[src/sim/program.hex]
// One 32-bit instruction word per line in hex, from address 0
// Text after each word is the assembly of that word
24010005 // addiu $1, $0, 5
2402FFFD // addiu $2, $0, -3
24037F00 // addiu $3, $0, 0x7f00
24000007 // addiu $0, $0, 7      no write-back
00222021 // addu  $4, $1, $2
00412823 // subu  $5, $2, $1
0041302A // slt   $6, $2, $1     negative compare
0022382A // slt   $7, $1, $2
00624024 // and   $8, $3, $2
00614825 // or    $9, $3, $1
00055021 // addu  $10, $0, $5    reads $0
AC050010 // sw    $5, 16($0)
AC090014 // sw    $9, 20($0)
8C0C0010 // lw    $12, 16($0)
8C0D0014 // lw    $13, 20($0)
240E0001 // addiu $14, $0, 1
240F0001 // addiu $15, $0, 1
24100002 // addiu $16, $0, 2
24110009 // addiu $17, $0, 9
11CF0005 // beq   $14, $15, +5   taken
24120021 // addiu $18, $0, 0x21 delay slot
24130022 // addiu $19, $0, 0x22 delay slot
24140023 // addiu $20, $0, 0x23 delay slot
24150066 // addiu $21, $0, 0x66 skipped
24160077 // addiu $22, $0, 0x77 skipped
24170044 // addiu $23, $0, 0x44 branch target
11D00001 // beq   $14, $16, +1   not taken
24180055 // addiu $24, $0, 0x55
24190056 // addiu $25, $0, 0x56
008CD021 // addu  $26, $4, $12
018DD82A // slt   $27, $12, $13
00220025 // or    $0, $1, $2     no write-back

[src/common/mipsPkg.sv]
package mipsPkg;

   // Word-sized values
   typedef logic [31:0] wordT;
   typedef logic [31:0] addrT;
   typedef logic [4:0]  regIdxT;

   // Memory depths in words
   localparam int IMEM_WORDS    = 64;
   localparam int DMEM_WORDS    = 64;
   localparam int IMEM_IDX_BITS = $clog2(IMEM_WORDS);
   localparam int DMEM_IDX_BITS = $clog2(DMEM_WORDS);

   ////////////////////////////////////////
   // Encodings
   ////////////////////////////////////////

   // Opcode field, instr[31:26]
   localparam logic [5:0] OP_RTYPE = 6'h00;
   localparam logic [5:0] OP_BEQ   = 6'h04;
   localparam logic [5:0] OP_ADDIU = 6'h09;
   localparam logic [5:0] OP_LW    = 6'h23;
   localparam logic [5:0] OP_SW    = 6'h2B;

   // R-type funct field, instr[5:0]
   localparam logic [5:0] FUNCT_ADDU = 6'h21;
   localparam logic [5:0] FUNCT_SUBU = 6'h23;
   localparam logic [5:0] FUNCT_AND  = 6'h24;
   localparam logic [5:0] FUNCT_OR   = 6'h25;
   localparam logic [5:0] FUNCT_SLT  = 6'h2A;

   // Add is zero so a cleared control word is harmless
   typedef enum logic [2:0] {
      ALU_ADD = 3'd0,
      ALU_SUB = 3'd1,
      ALU_AND = 3'd2,
      ALU_OR  = 3'd3,
      ALU_SLT = 3'd4
   } aluOpT;

   ////////////////////////////////////////
   // Control and pipeline registers
   ////////////////////////////////////////

   typedef struct packed {
      logic  regDst;
      logic  aluSrc;
      logic  memToReg;
      logic  regWrite;
      logic  memRead;
      logic  memWrite;
      logic  branch;
      aluOpT aluOp;
   } ctrlT;

   typedef struct packed {
      addrT pcPlus4;
      wordT instr;
   } ifIdT;

   typedef struct packed {
      ctrlT   ctrl;
      addrT   pcPlus4;
      wordT   readData1;
      wordT   readData2;
      wordT   immExt;
      regIdxT rt;
      regIdxT rd;
   } idExT;

   typedef struct packed {
      ctrlT   ctrl;
      addrT   branchTarget;
      wordT   aluResult;
      logic   zero;
      wordT   storeData;
      regIdxT destReg;
   } exMemT;

   typedef struct packed {
      logic   regWrite;
      logic   memToReg;
      wordT   memData;
      wordT   aluResult;
      regIdxT destReg;
   } memWbT;

endpackage

[src/rtl/alu.sv]
`timescale 1ns/100ps

module alu import mipsPkg::*; (
   input  aluOpT aluOp,
   input  wordT  a,
   input  wordT  b,
   output wordT  result,
   output logic  zero
);

   ////////////////////////////////////////
   // Operations
   ////////////////////////////////////////

   always_comb begin
      case (aluOp)
         ALU_ADD: begin
            result = a + b;
         end
         ALU_SUB: begin
            result = a - b;
         end
         ALU_AND: begin
            result = a & b;
         end
         ALU_OR: begin
            result = a | b;
         end
         // Signed compare
         ALU_SLT: begin
            result = ($signed(a) < $signed(b)) ? 32'd1 : 32'd0;
         end
         default: begin
            result = '0;
         end
      endcase
   end

   assign zero = (result == '0);

   ////////////////////////////////////////
   // Checks
   ////////////////////////////////////////

   // Op code travels from the decoder through the ID/EX register
   always_comb begin
      aluOpKnown: assert (aluOp inside {ALU_ADD, ALU_SUB, ALU_AND, ALU_OR, ALU_SLT})
         else $error("Undefined ALU op %0d", aluOp);
   end

endmodule

[src/rtl/controller.sv]
`timescale 1ns/100ps

module controller import mipsPkg::*; (
   input  wordT instr,
   output ctrlT ctrl
);

   logic [5:0] opcode;
   logic [5:0] funct;

   assign opcode = instr[31:26];
   assign funct  = instr[5:0];

   always_comb begin
      ctrl = '0;
      case (opcode)
         OP_RTYPE: begin
            ctrl.regDst   = 1'b1;
            ctrl.regWrite = 1'b1;
            case (funct)
               FUNCT_ADDU: ctrl.aluOp = ALU_ADD;
               FUNCT_SUBU: ctrl.aluOp = ALU_SUB;
               FUNCT_AND:  ctrl.aluOp = ALU_AND;
               FUNCT_OR:   ctrl.aluOp = ALU_OR;
               FUNCT_SLT:  ctrl.aluOp = ALU_SLT;
               // sll $0 and friends land here
               default:    ctrl = '0;
            endcase
         end
         OP_ADDIU: begin
            ctrl.aluSrc   = 1'b1;
            ctrl.regWrite = 1'b1;
            ctrl.aluOp    = ALU_ADD;
         end
         OP_LW: begin
            ctrl.aluSrc   = 1'b1;
            ctrl.memToReg = 1'b1;
            ctrl.regWrite = 1'b1;
            ctrl.memRead  = 1'b1;
            ctrl.aluOp    = ALU_ADD;
         end
         OP_SW: begin
            ctrl.aluSrc   = 1'b1;
            ctrl.memWrite = 1'b1;
            ctrl.aluOp    = ALU_ADD;
         end
         // Compare by subtraction, zero flag decides
         OP_BEQ: begin
            ctrl.branch = 1'b1;
            ctrl.aluOp  = ALU_SUB;
         end
         default: begin
            ctrl = '0;
         end
      endcase
   end

endmodule

[src/rtl/dataMemory.sv]
`timescale 1ns/100ps

module dataMemory import mipsPkg::*; (
   input  logic Clk,
   input  addrT addr,
   input  wordT writeData,
   input  logic memWrite,
   input  logic memRead,
   output wordT readData
);

   wordT ram [DMEM_WORDS];
   logic [DMEM_IDX_BITS-1:0] wordIdx;

   // Byte address to word index
   assign wordIdx = addr[DMEM_IDX_BITS+1:2];

   always_ff @(posedge Clk) begin
      if (memWrite) begin
         ram[wordIdx] <= writeData;
      end
   end

   assign readData = memRead ? ram[wordIdx] : '0;

   // Only whole words are supported
   memAligned: assert property (@(posedge Clk) (memRead || memWrite) |-> addr[1:0] == 2'b00)
      else $error("Unaligned data access at %h", addr);

endmodule

[src/rtl/instructionMemory.sv]
`timescale 1ns/100ps

module instructionMemory import mipsPkg::*; (
   input  addrT pc,
   output wordT instr
);

   wordT rom [IMEM_WORDS];

   // Unfilled words stay zero, which decodes as a nop
   initial begin
      for (int i = 0; i < IMEM_WORDS; i++) begin
         rom[i] = '0;
      end
      $readmemh("/design/src/sim/program.hex", rom);
   end

   // Past the end of the ROM
   always_comb begin
      if (pc[31:2] < IMEM_WORDS) begin
         instr = rom[pc[IMEM_IDX_BITS+1:2]];
      end else begin
         instr = '0;
      end
   end

endmodule

[src/rtl/mipsTop.sv]
`timescale 1ns/100ps

module mipsTop import mipsPkg::*; (
   input  logic   Clk,
   input  logic   rstN,
   output addrT   debugPc,
   output logic   wbEn,
   output regIdxT wbReg,
   output wordT   wbData
);

   // Pipeline registers
   ifIdT  ifId;
   idExT  idEx;
   exMemT exMem;
   memWbT memWb;

   // Fetch
   addrT pc;
   addrT pcPlus4;
   wordT fetchInstr;
   logic branchTaken;

   // Decode
   ctrlT idCtrl;
   wordT readData1;
   wordT readData2;
   wordT immExt;

   // Execute
   wordT   aluB;
   wordT   aluResult;
   logic   aluZero;
   regIdxT exDestReg;
   addrT   exBranchTarget;

   // Memory and write-back
   wordT memReadData;
   wordT wbWriteData;

   ////////////////////////////////////////
   // Fetch
   ////////////////////////////////////////

   programCounter pc0 (
      .Clk,
      .rstN,
      .branchTaken,
      .branchTarget(exMem.branchTarget),
      .pc
   );

   instructionMemory imem0 (.pc, .instr(fetchInstr));

   assign pcPlus4 = pc + 32'd4;

   always_ff @(posedge Clk or negedge rstN) begin
      if (!rstN) begin
         ifId <= '0;
      end else begin
         ifId <= '{pcPlus4: pcPlus4, instr: fetchInstr};
      end
   end

   ////////////////////////////////////////
   // Decode
   ////////////////////////////////////////

   controller ctrl0 (.instr(ifId.instr), .ctrl(idCtrl));

   registerFile rf0 (
      .Clk,
      .rstN,
      .rs(ifId.instr[25:21]),
      .rt(ifId.instr[20:16]),
      .writeReg(memWb.destReg),
      .writeData(wbWriteData),
      .writeEn(memWb.regWrite),
      .readData1,
      .readData2
   );

   assign immExt = {{16{ifId.instr[15]}}, ifId.instr[15:0]};

   always_ff @(posedge Clk or negedge rstN) begin
      if (!rstN) begin
         idEx <= '0;
      end else begin
         idEx <= '{ctrl: idCtrl, pcPlus4: ifId.pcPlus4, readData1: readData1,
                   readData2: readData2, immExt: immExt,
                   rt: ifId.instr[20:16], rd: ifId.instr[15:11]};
      end
   end

   ////////////////////////////////////////
   // Execute
   ////////////////////////////////////////

   assign aluB           = idEx.ctrl.aluSrc ? idEx.immExt : idEx.readData2;
   assign exDestReg      = idEx.ctrl.regDst ? idEx.rd : idEx.rt;
   // Word offset relative to the delay slot address
   assign exBranchTarget = idEx.pcPlus4 + {idEx.immExt[29:0], 2'b00};

   alu alu0 (
      .aluOp(idEx.ctrl.aluOp),
      .a(idEx.readData1),
      .b(aluB),
      .result(aluResult),
      .zero(aluZero)
   );

   always_ff @(posedge Clk or negedge rstN) begin
      if (!rstN) begin
         exMem <= '0;
      end else begin
         exMem <= '{ctrl: idEx.ctrl, branchTarget: exBranchTarget, aluResult: aluResult,
                    zero: aluZero, storeData: idEx.readData2, destReg: exDestReg};
      end
   end

   ////////////////////////////////////////
   // Memory
   ////////////////////////////////////////

   dataMemory dmem0 (
      .Clk,
      .addr(exMem.aluResult),
      .writeData(exMem.storeData),
      .memWrite(exMem.ctrl.memWrite),
      .memRead(exMem.ctrl.memRead),
      .readData(memReadData)
   );

   // beq resolves here, three slots behind fetch
   assign branchTaken = exMem.ctrl.branch & exMem.zero;

   always_ff @(posedge Clk or negedge rstN) begin
      if (!rstN) begin
         memWb <= '0;
      end else begin
         memWb <= '{regWrite: exMem.ctrl.regWrite, memToReg: exMem.ctrl.memToReg,
                    memData: memReadData, aluResult: exMem.aluResult,
                    destReg: exMem.destReg};
      end
   end

   ////////////////////////////////////////
   // Write-back
   ////////////////////////////////////////

   assign wbWriteData = memWb.memToReg ? memWb.memData : memWb.aluResult;

   assign debugPc = pc;
   assign wbEn    = memWb.regWrite && (memWb.destReg != '0);
   assign wbReg   = memWb.destReg;
   assign wbData  = wbWriteData;

endmodule

[src/rtl/programCounter.sv]
`timescale 1ns/100ps

module programCounter import mipsPkg::*; (
   input  logic Clk,
   input  logic rstN,
   input  logic branchTaken,
   input  addrT branchTarget,
   output addrT pc
);

   addrT pcNext;

   // Branch from the memory stage wins over sequential fetch
   always_comb begin
      if (branchTaken) begin
         pcNext = branchTarget;
      end else begin
         pcNext = pc + 32'd4;
      end
   end

   always_ff @(posedge Clk or negedge rstN) begin
      if (!rstN) begin
         pc <= '0;
      end else begin
         pc <= pcNext;
      end
   end

   // Target comes from the EX-stage adder, several modules away
   pcAligned: assert property (@(posedge Clk) disable iff (!rstN) pc[1:0] == 2'b00)
      else $error("PC not word aligned: %h", pc);

endmodule

[src/rtl/registerFile.sv]
`timescale 1ns/100ps

module registerFile import mipsPkg::*; (
   input  logic   Clk,
   input  logic   rstN,
   input  regIdxT rs,
   input  regIdxT rt,
   input  regIdxT writeReg,
   input  wordT   writeData,
   input  logic   writeEn,
   output wordT   readData1,
   output wordT   readData2
);

   wordT regs [32];

   // One read port; a write in flight is seen in the same cycle
   function automatic wordT readPort(regIdxT idx);
      if (idx == '0) begin
         return '0;
      end else if (writeEn && writeReg == idx) begin
         return writeData;
      end
      return regs[idx];
   endfunction

   always_ff @(posedge Clk or negedge rstN) begin
      if (!rstN) begin
         for (int i = 0; i < 32; i++) begin
            regs[i] <= '0;
         end
      end else if (writeEn && writeReg != '0) begin
         regs[writeReg] <= writeData;
      end
   end

   always_comb begin
      readData1 = readPort(rs);
      readData2 = readPort(rt);
   end

endmodule

[config.mk]
export PLATFORM = sky130hd
export DESIGN_NAME = mipsTop
export DESIGN_NICKNAME = d
export VERILOG_FILES = /design/src/common/mipsPkg.sv /design/src/rtl/alu.sv /design/src/rtl/controller.sv /design/src/rtl/dataMemory.sv /design/src/rtl/instructionMemory.sv /design/src/rtl/mipsTop.sv /design/src/rtl/programCounter.sv /design/src/rtl/registerFile.sv
export SDC_FILE = /design/constraint.sdc
export NUM_CORES = 1
export LEC_CHECK = 0
export CAP_MARGIN = 20
export CORE_ASPECT_RATIO = 1.5
export CORE_MARGIN = 5
export CORE_UTILIZATION = 32
export DETAILED_ROUTE_END_ITERATION = 8
export DONT_BUFFER_PORTS = 1
export HOLD_SLACK_MARGIN = 0.12
export PLACE_DENSITY = 0.48
export SETUP_SLACK_MARGIN = 0.2
export SLEW_MARGIN = 20
export SYNTH_ARGS = -nofsm -noshare
export SYNTH_HDL_FRONTEND = slang
export SYNTH_SLANG_ARGS = --single-unit
[constraint.sdc]
create_clock -name Clk -period 3.5 [get_ports Clk]
set_input_delay 0.35 -clock Clk [delete_from_list [all_inputs] [get_ports Clk]]
set_output_delay 0.35 -clock Clk [all_outputs]
set_load 0.05 [all_outputs]
==> results.md, run 1 <==
* Die area at 6870 um^2
* Post-synthesis sequential area ratio at 44.4%
* Synthesized flop and latch total at 30
* Number of CTS-inserted buffers at 5
* Synth area leaders: dfrtp_1 44%, buf_4 18%, xnor2_1 8.8%
* Least-Margin Pin Slew at 651 ps
* Sequential power share at 47.1%
* Biggest register: pc0.pc
* Lkg Pwr at 0.856 nW
* Commonest non-fill, non-tap cell in the layout: conb_1
* Worst-path clk slew at 60 ps
* Layout Nets at 170
* CP Data Arrival Time at 2380 ps
* Crit path kind: flip-flop to flip-flop
* Synth warnings at 0
* Total wire length at 3.31 mm
* Die width at 69.4 um
* Antenna violations before repair at 0
* Iter 0 DRT Violations at 38
* Clk root buf: clkbuf_8
* Avg Cell Area, Syn at 10.6 um^2
* Post-DP HPWL at 2.49 mm
* Routability congestion estimate at 0.708
* First-pass GRT wire length at 5.24 mm
* Final Critical Period at 2230 ps
* Die Ht at 99.1 um
* Largest net degree at the start of global routing at 31
* Fin Clk Skew at 3.28 ps
* Antenna cells at 0
* Peak supply drop at 0.000217 V
* # setup viols final at 0
* Vias/cell at 4.37
* Clock power share at 38.7%
* Relative slew slack at 56.6%
* FMAX at 448 MHz
* Critical Path RT at 3640 ps
* Max stage delay on crit path at 700 ps
* DR WL/cell at 14.0 um
* Starting Density at 33.0%
* Total iterations of the first detailed-routing run at 4
* Synth Cell Area at 1690 um^2
* Gr ovfl total at 0
* PostCTS Resize Cnt at 0
* Setup TNS at 0 ps
* Total of max-cap violations at 0
* Most frequent cells in the layout: 40 x conb_1, 30 x dfrtp_1, 17 x xnor2_1
* Yosys top cell by area: dfrtp_1
* Min-Delay Path Class: primary input to asynchronous set/reset pin
* Switch share at 31.0%
* PD cells at 422 nW/um^2
* Num rows at 32
* Post-synth top area share at 44.4%
* Final Max Tran Viols at 0
* CP max-delay cell: dfrtp_1
* Largest register FFs at 30
* Core area at 5120 um^2
* Post-route ant nets at 0
* RSZ-0062 raised after global routing: false
* CP Capture Type: flip-flop
* Switch Pwr at 0.228 mW
* Total power at 0.736 mW
* Biggest regs: pc0.pc: 30 flops
* I/O pin cnt at 72
* Port bufs at 0
* Critical path startpoint category: flip-flop
* Combinational fraction of design power at 14.2%
* Int Power at 0.508 mW
* Largest fanout on the critical path at 6
* DRC Markers at 0
* Via count of the first global-routing pass at 997
* Fin crit share at 63.8%
* Final-report hold violation count at 0
* H-tree depth at 2
* CTS tree: built
* Clk_lat worst skew at 280 ps
* Tot GR Track Use at 9.82%
* Fraction of layout cells with a size suffix above 1 at 9.52%
* Crit-path cells: ha_1 -> nand3_1 -> nor4_4 -> nand4_1 -> xnor2_1
* Status: finished clean
* Routed via count at 1032
* Cells after Synth at 159
* Unique cell type count in the Yosys netlist at 22
* CP top delay family: simple AND/OR/NAND/NOR gates
* Layout overhead on the synthesized area at 3.11%
* Clock sink count at 30
* Worst Path Buf+Inv at 0
* Clk buf depth at 2
-- synth_stat cells --
library cell	count
conb_1	1
nand3_1	11
and3_1	5
o31ai_1	1
inv_1	4
xor2_1	10
ha_1	1
nand3_2	1
nor4_2	1
buf_4	40
nor2b_1	1
nor4_4	3
or4_2	1
nand4_4	1
nand2_1	8
and4_1	1
or2_4	1
nand4_1	10
xnor2_1	17
nor2_1	7
nor3_1	4
dfrtp_1	30
-- per-layer routing --
metal  vias to the layer above  track usage, %  share of wire [%]
met5                         -               0                  0
met4                         0            4.96                2.3
met3                         5            5.31                 12
met2                        54            16.5                 50
met1                       503            9.71                 35
li1                        470               -                  -
-- layout make-up --
cell class	count	area [um^2]
multi-input combinational	124	772
sequential	30	751
clock buffer	7	86.3
tap	68	85.1
inverter	4	15.0
clock inverter	1	5.00
timing repair buffer	2	30.0
fill	558	3380
-- per-stage QoR --
step	setup slack [ps]	hold WS, ps	util, %	area [um^2]	instances
floorplan	1490	54.4	-	1840	198
global placement	1330	55.8	31.7	1620	226
detailed placement	1260	55.7	31.7	1620	226
CTS	1240	506	34.0	1740	236
global route	1140	550	34.0	1740	236
finish	1270	520	34.0	1740	236
-- logic make-up after synthesis --
logic type	Yosys count	synth area share [%]
compound gates	1	0.444
xor+xnor	27	14.0
fa+ha+maj	1	0.740
buf+inv	44	18.6
flops	30	44.4
other cells	1	0.222
simple gates	55	21.6
-- worst register-to-register path, stage by stage, from the launching register on --
cell	delay, ps
dfrtp_1	700
ha_1	320
nand3_1	270
nor4_4	480
nand4_1	160
xnor2_1	170
-- final timing paths --
kind                           start         end  slack, ps  cells after the start
hold / removal                  rstN  pc0.pc[25]        520                      2
max in group asynchronous       rstN  pc0.pc[14]       2810                      2
setup reg to reg           pc0.pc[2]  pc0.pc[24]       1270                      5
hold reg to reg            pc0.pc[2]   pc0.pc[2]        760                      1
setup / recovery           pc0.pc[2]  pc0.pc[24]       1270                      5
min in group Clk           pc0.pc[2]   pc0.pc[2]        760                      1
-- repair_timing --
item,in CTS,in global routing
setup buffers,0,0
endpoints found under the setup margin,0,0
hold buffers,2,0
endpoints found under the hold margin,30,0
-- power groups by stage --
stage | Clock [mW] | Combinational, mW | Sequential, mW
3_3_place_gp | 0 | 0.0926 | 0.353
6_report | 0.285 | 0.104 | 0.347
4_1_cts | 0.295 | 0.103 | 0.347
2_1_floorplan | 0 | 0.128 | 0.353
3_5_place_dp | 0 | 0.0926 | 0.353
5_1_grt | 0.310 | 0.108 | 0.346
(Power assumes the default switching activity.)
==> run 2: changes to the inputs <==
Settings changed: PLACE_DENSITY 0.48 to 0.49.
Clock period 3.5 ns to 2.04 ns, I/O delays scaled along.
==> run 2 against run 1 <==
Against the previous run:
- combinational power is 72% higher
- first-iteration DRC count up 5.3%
- register-to-register slack got worse by 950 ps
- clock power rose by 69%
- maximum frequency rose by 30%
- flip-flop and latch count is the same
- hold slack worse by 150 ps
==> results.md, run 2 (synthesis gave the netlist of run 1 again) <==
* Status: finished clean
* Largest fanout on the critical path at 6 (unchanged)
* Peak supply drop at 0.000434 V (+99%)
* First-pass GRT wire length at 5.58 mm (+6.4%)
* Gr ovfl total at 0 (unchanged)
* Clk_lat worst skew at 270 ps (about the same)
* Commonest non-fill, non-tap cell in the layout: conb_1
* Routability congestion estimate at 0.786 (+11%)
* Total wire length at 3.48 mm (+5.4%)
* Antenna cells at 0 (unchanged)
* FMAX at 582 MHz (+30%)
* Final-report hold violation count at 0 (unchanged)
* Max stage delay on crit path at 700 ps (about the same)
* Worst-path clk slew at 70 ps (about the same)
* Total power at 1.26 mW (+71%)
* Core area at 5120 um^2 (unchanged)
* Fraction of layout cells with a size suffix above 1 at 25.1% (+16 points)
* Cell Area, Placed at 1840 um^2 (+14%)
* Vias/cell at 4.16 (-4.8%)
* Final Critical Period at 1720 ps (-514 ps)
* Post-route ant nets at 0 (unchanged)
* Switch share at 30.6% (-0.42 points)
* Lkg Pwr at 1.02 nW (+19%)
* Relative slew slack at 66.3% (+9.7 points)
* Die area at 6870 um^2 (unchanged)
* Port bufs at 0 (unchanged)
* Crit path kind: flip-flop to flip-flop
* Starting Density at 33.0% (unchanged)
* Finished Core Util at 38.6% (+4.6 points)
* Setup TNS at 0 ps (unchanged)
* Placed Cells at 255 (+13%)
* Worst hold margin at 371 ps (-149 ps)
* CP Capture Type: flip-flop
* Number of CTS-inserted buffers at 5 (unchanged)
* Biggest regs: pc0.pc: 30 flops
* Most frequent cells in the layout: 40 x conb_1, 31 x buf_4, 27 x dfrtp_1
* Total iterations of the first detailed-routing run at 4 (unchanged)
* Sequential power share at 47.4% (+0.3 points)
* Final Instance Count excl. Fillers at 267 (+13%)
* RSZ-0062 raised after global routing: false
* Routed via count at 1111 (+7.7%)
* Critical Path RT at 2260 ps (-1380 ps)
* CP Data Arrival Time at 1930 ps (-450 ps)
* Largest net degree at the start of global routing at 31 (unchanged)
* Fin crit share at 84.3% (+20 points)
* Layout overhead on the synthesized area at 17.1%
* Post-DP HPWL at 2.66 mm (+6.6%)
* Clock sink count at 30 (unchanged)
* Total of max-cap violations at 0 (unchanged)
* Clk buf depth at 2 (unchanged)
* Die Ht at 99.1 um (unchanged)
* Final Max Tran Viols at 0 (unchanged)
* PD cells at 634 nW/um^2 (+50%)
* Tot GR Track Use at 10.3% (+0.46 points)
* Clk root buf: clkbuf_8
* Min-Delay Path Class: primary input to asynchronous set/reset pin
* Least-Margin Pin Slew at 506 ps (-146 ps)
* Final WS setup at 321 ps (-946 ps)
* Via count of the first global-routing pass at 1124 (+13%)
* Int Power at 0.872 mW (+72%)
* DR WL/cell at 13.0 um (-6.9%)
* Switch Pwr at 0.384 mW (+68%)
* I/O pin cnt at 72 (unchanged)
* Clock power share at 38.4% (-0.3 points)
* Die width at 69.4 um (unchanged)
* Largest register FFs at 30 (unchanged)
* H-tree depth at 2 (unchanged)
* Fin Clk Skew at 9.24 ps (+5.96 ps)
* CP max-delay cell: or4_2
* Critical path startpoint category: flip-flop
* Num rows at 32 (unchanged)
* Iter 0 DRT Violations at 40 (+5.3%)
* # setup viols final at 0 (unchanged)
* Final Cell Area at 1980 um^2 (+14%)
* Antenna violations before repair at 0 (unchanged)
* CTS tree: built
* Dpl ws at 256 ps (-1000 ps)
* Combinational fraction of design power at 14.2% (about the same)
* Layout Nets at 201 (+18%)
* DRC Markers at 0 (unchanged)
* Biggest register: pc0.pc
* Crit-path cells: ha_1 -> nand3_1 -> or4_2 -> nand2_1
-- run 2: cell count changes in the layout (fill, tap and decap cells not counted) --
cell	delta
buf_4	+31
dfrtp_1	-3
dfrtp_2	+3
-- run 2: layout make-up --
class / count / area, um^2
Inverter: 4 / 15.0
Fill cell: 533 / 3140
Multi-Input combinational cell: 124 / 772
Tap cell: 68 / 85.1
Timing Repair Buffer: 33 / 263
Clock inverter: 1 / 5.00
Clock buffer: 7 / 86.3
Sequential cell: 30 / 754
-- run 2: final timing paths --
path	slack, ps	cells past startpoint	end	startpoint
worst max-delay path	320	4	pc0.pc[12]	pc0.pc[2]
worst min-delay path	370	2	pc0.pc[10]	rstN
worst max register to register	320	4	pc0.pc[12]	pc0.pc[2]
worst min register to register	490	1	pc0.pc[2]	pc0.pc[2]
max in group asynchronous	1500	2	pc0.pc[2]	rstN
min in group Clk	490	1	pc0.pc[2]	pc0.pc[2]
-- run 2: critical path: cells and delay by family (launching register included) --
kind | cells | cell delay [ps]
AND/OR/NAND/NOR | 3 | 1020
flip-flops | 1 | 400
adder cells (fa/ha/maj) | 1 | 230
-- run 2: what timing repair did --
action                                 in CTS  in global routing
resized for setup                           0                  0
endpoints found under the hold margin      30                  0
setup endpoints to repair                   0                  7
setup buffers                               0                  2
hold buffers                                2                  0
-- run 2: power by group through the flow --
stage	registers, mW	clock network [mW]	logic (mW)
CTS	0.595	0.498	0.178
global placement	0.606	0	0.159
global route	0.594	0.520	0.186
detailed placement	0.606	0	0.159
finish	0.595	0.482	0.179
floorplan	0.606	0	0.219
-- run 2: layer usage --
| layer | global-route usage, % | part of all wire [%] |
|---|---|---|
| met5 | 0 | 0 |
| met2 | 18.5 | 51 |
| met3 | 4.49 | 9.8 |
| met4 | 4.06 | 1.2 |
| met1 | 10.3 | 38 |
==> run 3: changes to the inputs <==
Settings changed: PLACE_DENSITY 0.49 to 0.48.
Clock period 2.04 ns to 1.65 ns, I/O delays scaled along.
==> run 3 against run 2 <==
Against the previous run:
- core utilization up 2.8 points
- largest power group unchanged
- hold slack worse by 36 ps
- non-clock buffer count up 6
- sequential share of layout area down 1.6 points
- register-to-register slack worse by 150 ps
- via count up 3.5%
- critical path depth unchanged
- flip-flop and latch count unchanged
- setup slack worse by 150 ps
- global-route usage up 1.2 points
- critical endpoint is now pc0.pc[31]
- count of clock-buffer cells in the layout unchanged
- routed wire length up 9.5%
==> results.md, run 3 (synthesis gave the netlist of run 1 again) <==
* Largest fanout on the critical path at 4 (-2)
* Total iterations of the first detailed-routing run at 4 (unchanged)
* PD cells at 737 nW/um^2 (+16%)
* Num rows at 32 (unchanged)
* Max stage delay on crit path at 410 ps (-290 ps)
* Die Ht at 99.1 um (unchanged)
* Layout Nets at 207 (+3.0%)
* Clk root buf: clkbuf_8
* Clock power share at 38.9% (+0.5 points)
* Final Critical Period at 1480 ps (-241 ps)
* FMAX at 676 MHz (+16%)
* CP max-delay cell: dfrtp_2
* Clk buf depth at 2 (unchanged)
* Lkg Pwr at 1.05 nW (+3.1%)
* Fin crit share at 89.6% (+5.3 points)
* Critical Path RT at 1790 ps (-470 ps)
* Starting Density at 33.0% (unchanged)
* CTS tree: built
* Status: finished clean
* Fraction of layout cells with a size suffix above 1 at 39.0% (+14 points)
* Total wire length at 3.82 mm (+9.5%)
* Switch share at 31.2% (+0.63 points)
* Post-route ant nets at 0 (unchanged)
* Die area at 6870 um^2 (unchanged)
* Clk_lat worst skew at 280 ps (about the same)
* I/O pin cnt at 72 (unchanged)
* Setup TNS at 0 ps (unchanged)
* H-tree depth at 2 (unchanged)
* CP top delay family: simple AND/OR/NAND/NOR gates
* Number of CTS-inserted buffers at 5 (unchanged)
* Layout overhead on the synthesized area at 25.6%
* Crit path kind: flip-flop to flip-flop
* # setup viols final at 0 (unchanged)
* Largest net degree at the start of global routing at 31 (unchanged)
* Min-Delay Path Class: primary input to asynchronous set/reset pin
* Wl on met1 at 1.34 mm (+2.4%)
* DR WL/cell at 14.0 um (+7.1%)
* DRC Markers at 0 (unchanged)
* Final WS setup at 172 ps (-149 ps)
* DR top layer: met4
* Routed via count at 1150 (+3.5%)
* Dpl ws at 119 ps (-137 ps)
* Biggest register: pc0.pc
* Routed wl met3 at 340 um (-0.29%)
* Critical path startpoint category: flip-flop
* Filler cells at 546 (+2.4%)
* Worst Path Buf+Inv at 0 (unchanged)
* Int Power at 1.08 mW (+24%)
* Clock sink count at 30 (unchanged)
* Biggest regs: pc0.pc: 30 flops
* Final Max Tran Viols at 0 (unchanged)
* Top cell by count, worst path: nand4_1
* Fin Clk Skew at 7.75 ps (-1.49 ps)
* First-pass GRT wire length at 6.27 mm (+12%)
* Die width at 69.4 um (unchanged)
* Via count of the first global-routing pass at 1198 (+6.6%)
* Worst-path clk slew at 60 ps (about the same)
* Core area at 5120 um^2 (unchanged)
* RSZ-0062 raised after global routing: true
* Vias/cell at 4.21 (+1.2%)
* Post-DP HPWL at 2.96 mm (+11%)
* Total of max-cap violations at 0 (unchanged)
* Largest register FFs at 30 (unchanged)
* Switch Pwr at 0.489 mW (+27%)
* Combinational fraction of design power at 14.2% (about the same)
* Antenna violations before repair at 0 (unchanged)
* Tot GR Track Use at 11.5% (+1.2 points)
* Crit-path cells: nand4_1 -> nor4_4 -> nand4_1 -> xnor2_1
* Port bufs at 0 (unchanged)
* Sequential power share at 46.9% (-0.5 points)
* Peak supply drop at 0.000389 V (-10%)
* Most frequent cells in the layout: 40 x conb_1, 36 x buf_4, 20 x dfrtp_2
* Commonest non-fill, non-tap cell in the layout: conb_1
* CP Data Arrival Time at 1620 ps (-310 ps)
* Met2 wire len at 2.09 mm (+17%)
* Gr ovfl total at 0 (unchanged)
* Final-report hold violation count at 0 (unchanged)
* Antenna cells at 0 (unchanged)
* Routability congestion estimate at 0.857 (+9.0%)
* Iter 0 DRT Violations at 41 (+2.5%)
* CP Capture Type: flip-flop
==> run 3: cell types whose count changed in the layout (fill, tap and decap cells not counted), moves of 2 or more <==
cell	delta
nor3_1	-2
dfrtp_2	+17
nand3_1	-2
nor3_2	+2
nand3_4	+2
dfrtp_1	-17
buf_4	+5
==> run 3: worst register-to-register path, stage by stage, from the launching register on <==
cell and delay, ps:
dfrtp_2 410, nand4_1 240, nor4_4 380, nand4_1 170, xnor2_1 150
==> run 3: worst paths after layout <==
check                           startpoint         end  slack (ps)  cells past startpoint
worst max-delay path             pc0.pc[3]  pc0.pc[31]         170                      4
worst min-delay path                  rstN   pc0.pc[5]         330                      2
worst max register to register   pc0.pc[3]  pc0.pc[31]         170                      4
worst min register to register  pc0.pc[20]  pc0.pc[20]         490                      1
max in group asynchronous             rstN  pc0.pc[18]        1130                      2
min in group Clk                pc0.pc[20]  pc0.pc[20]         490                      1
==> run 3: cell type report <==
cell class,instances,area (um^2),share of cell area (%)
inverter,4,15.0,0.707
sequential,30,776,36.5
clock inverter,1,5.00,0.236
clock buffer,7,86.3,4.06
tap,68,85.1,4.00
timing repair buffer,39,312,14.7
multi-input combinational,124,846,39.8
==> run 3: layer usage <==
| metal | vias to the layer above | global-route usage, % |
|---|---|---|
| li1 | 541 | - |
| met1 | 564 | 12.2 |
| met2 | 40 | 19.7 |
| met3 | 5 | 5.31 |
| met4 | 0 | 4.66 |
| met5 | - | 0 |
==> run 3: per-stage QoR <==
stage               instances  util [%]  area, um^2  hold WS, ps  total power, mW
detailed placement        256      37.5        1920         -129            0.945
CTS                       271      40.8        2090          323             1.59
global placement          256      37.5        1920         -130            0.945
global route              273      41.5        2120          350             1.63
floorplan                 198         -        1910         -131             1.02
finish                    273      41.5        2120          335             1.57
==> run 3: timing repair <==
item	CTS	global route
endpoints found under the hold margin	30	0
setup endpoints to repair	11	18
pin swaps	7	10
resized for setup	2	4
buffers inserted	5	2
hold buffers	2	0
==> run 3: power groups by stage <==
stage / Combinational (mW) / Sequential [mW] / Clock (mW)
2_1_floorplan: 0.271 / 0.749 / 0
3_3_place_gp: 0.196 / 0.749 / 0
3_5_place_dp: 0.196 / 0.749 / 0
4_1_cts: 0.219 / 0.735 / 0.635
5_1_grt: 0.231 / 0.735 / 0.662
6_report: 0.222 / 0.735 / 0.609
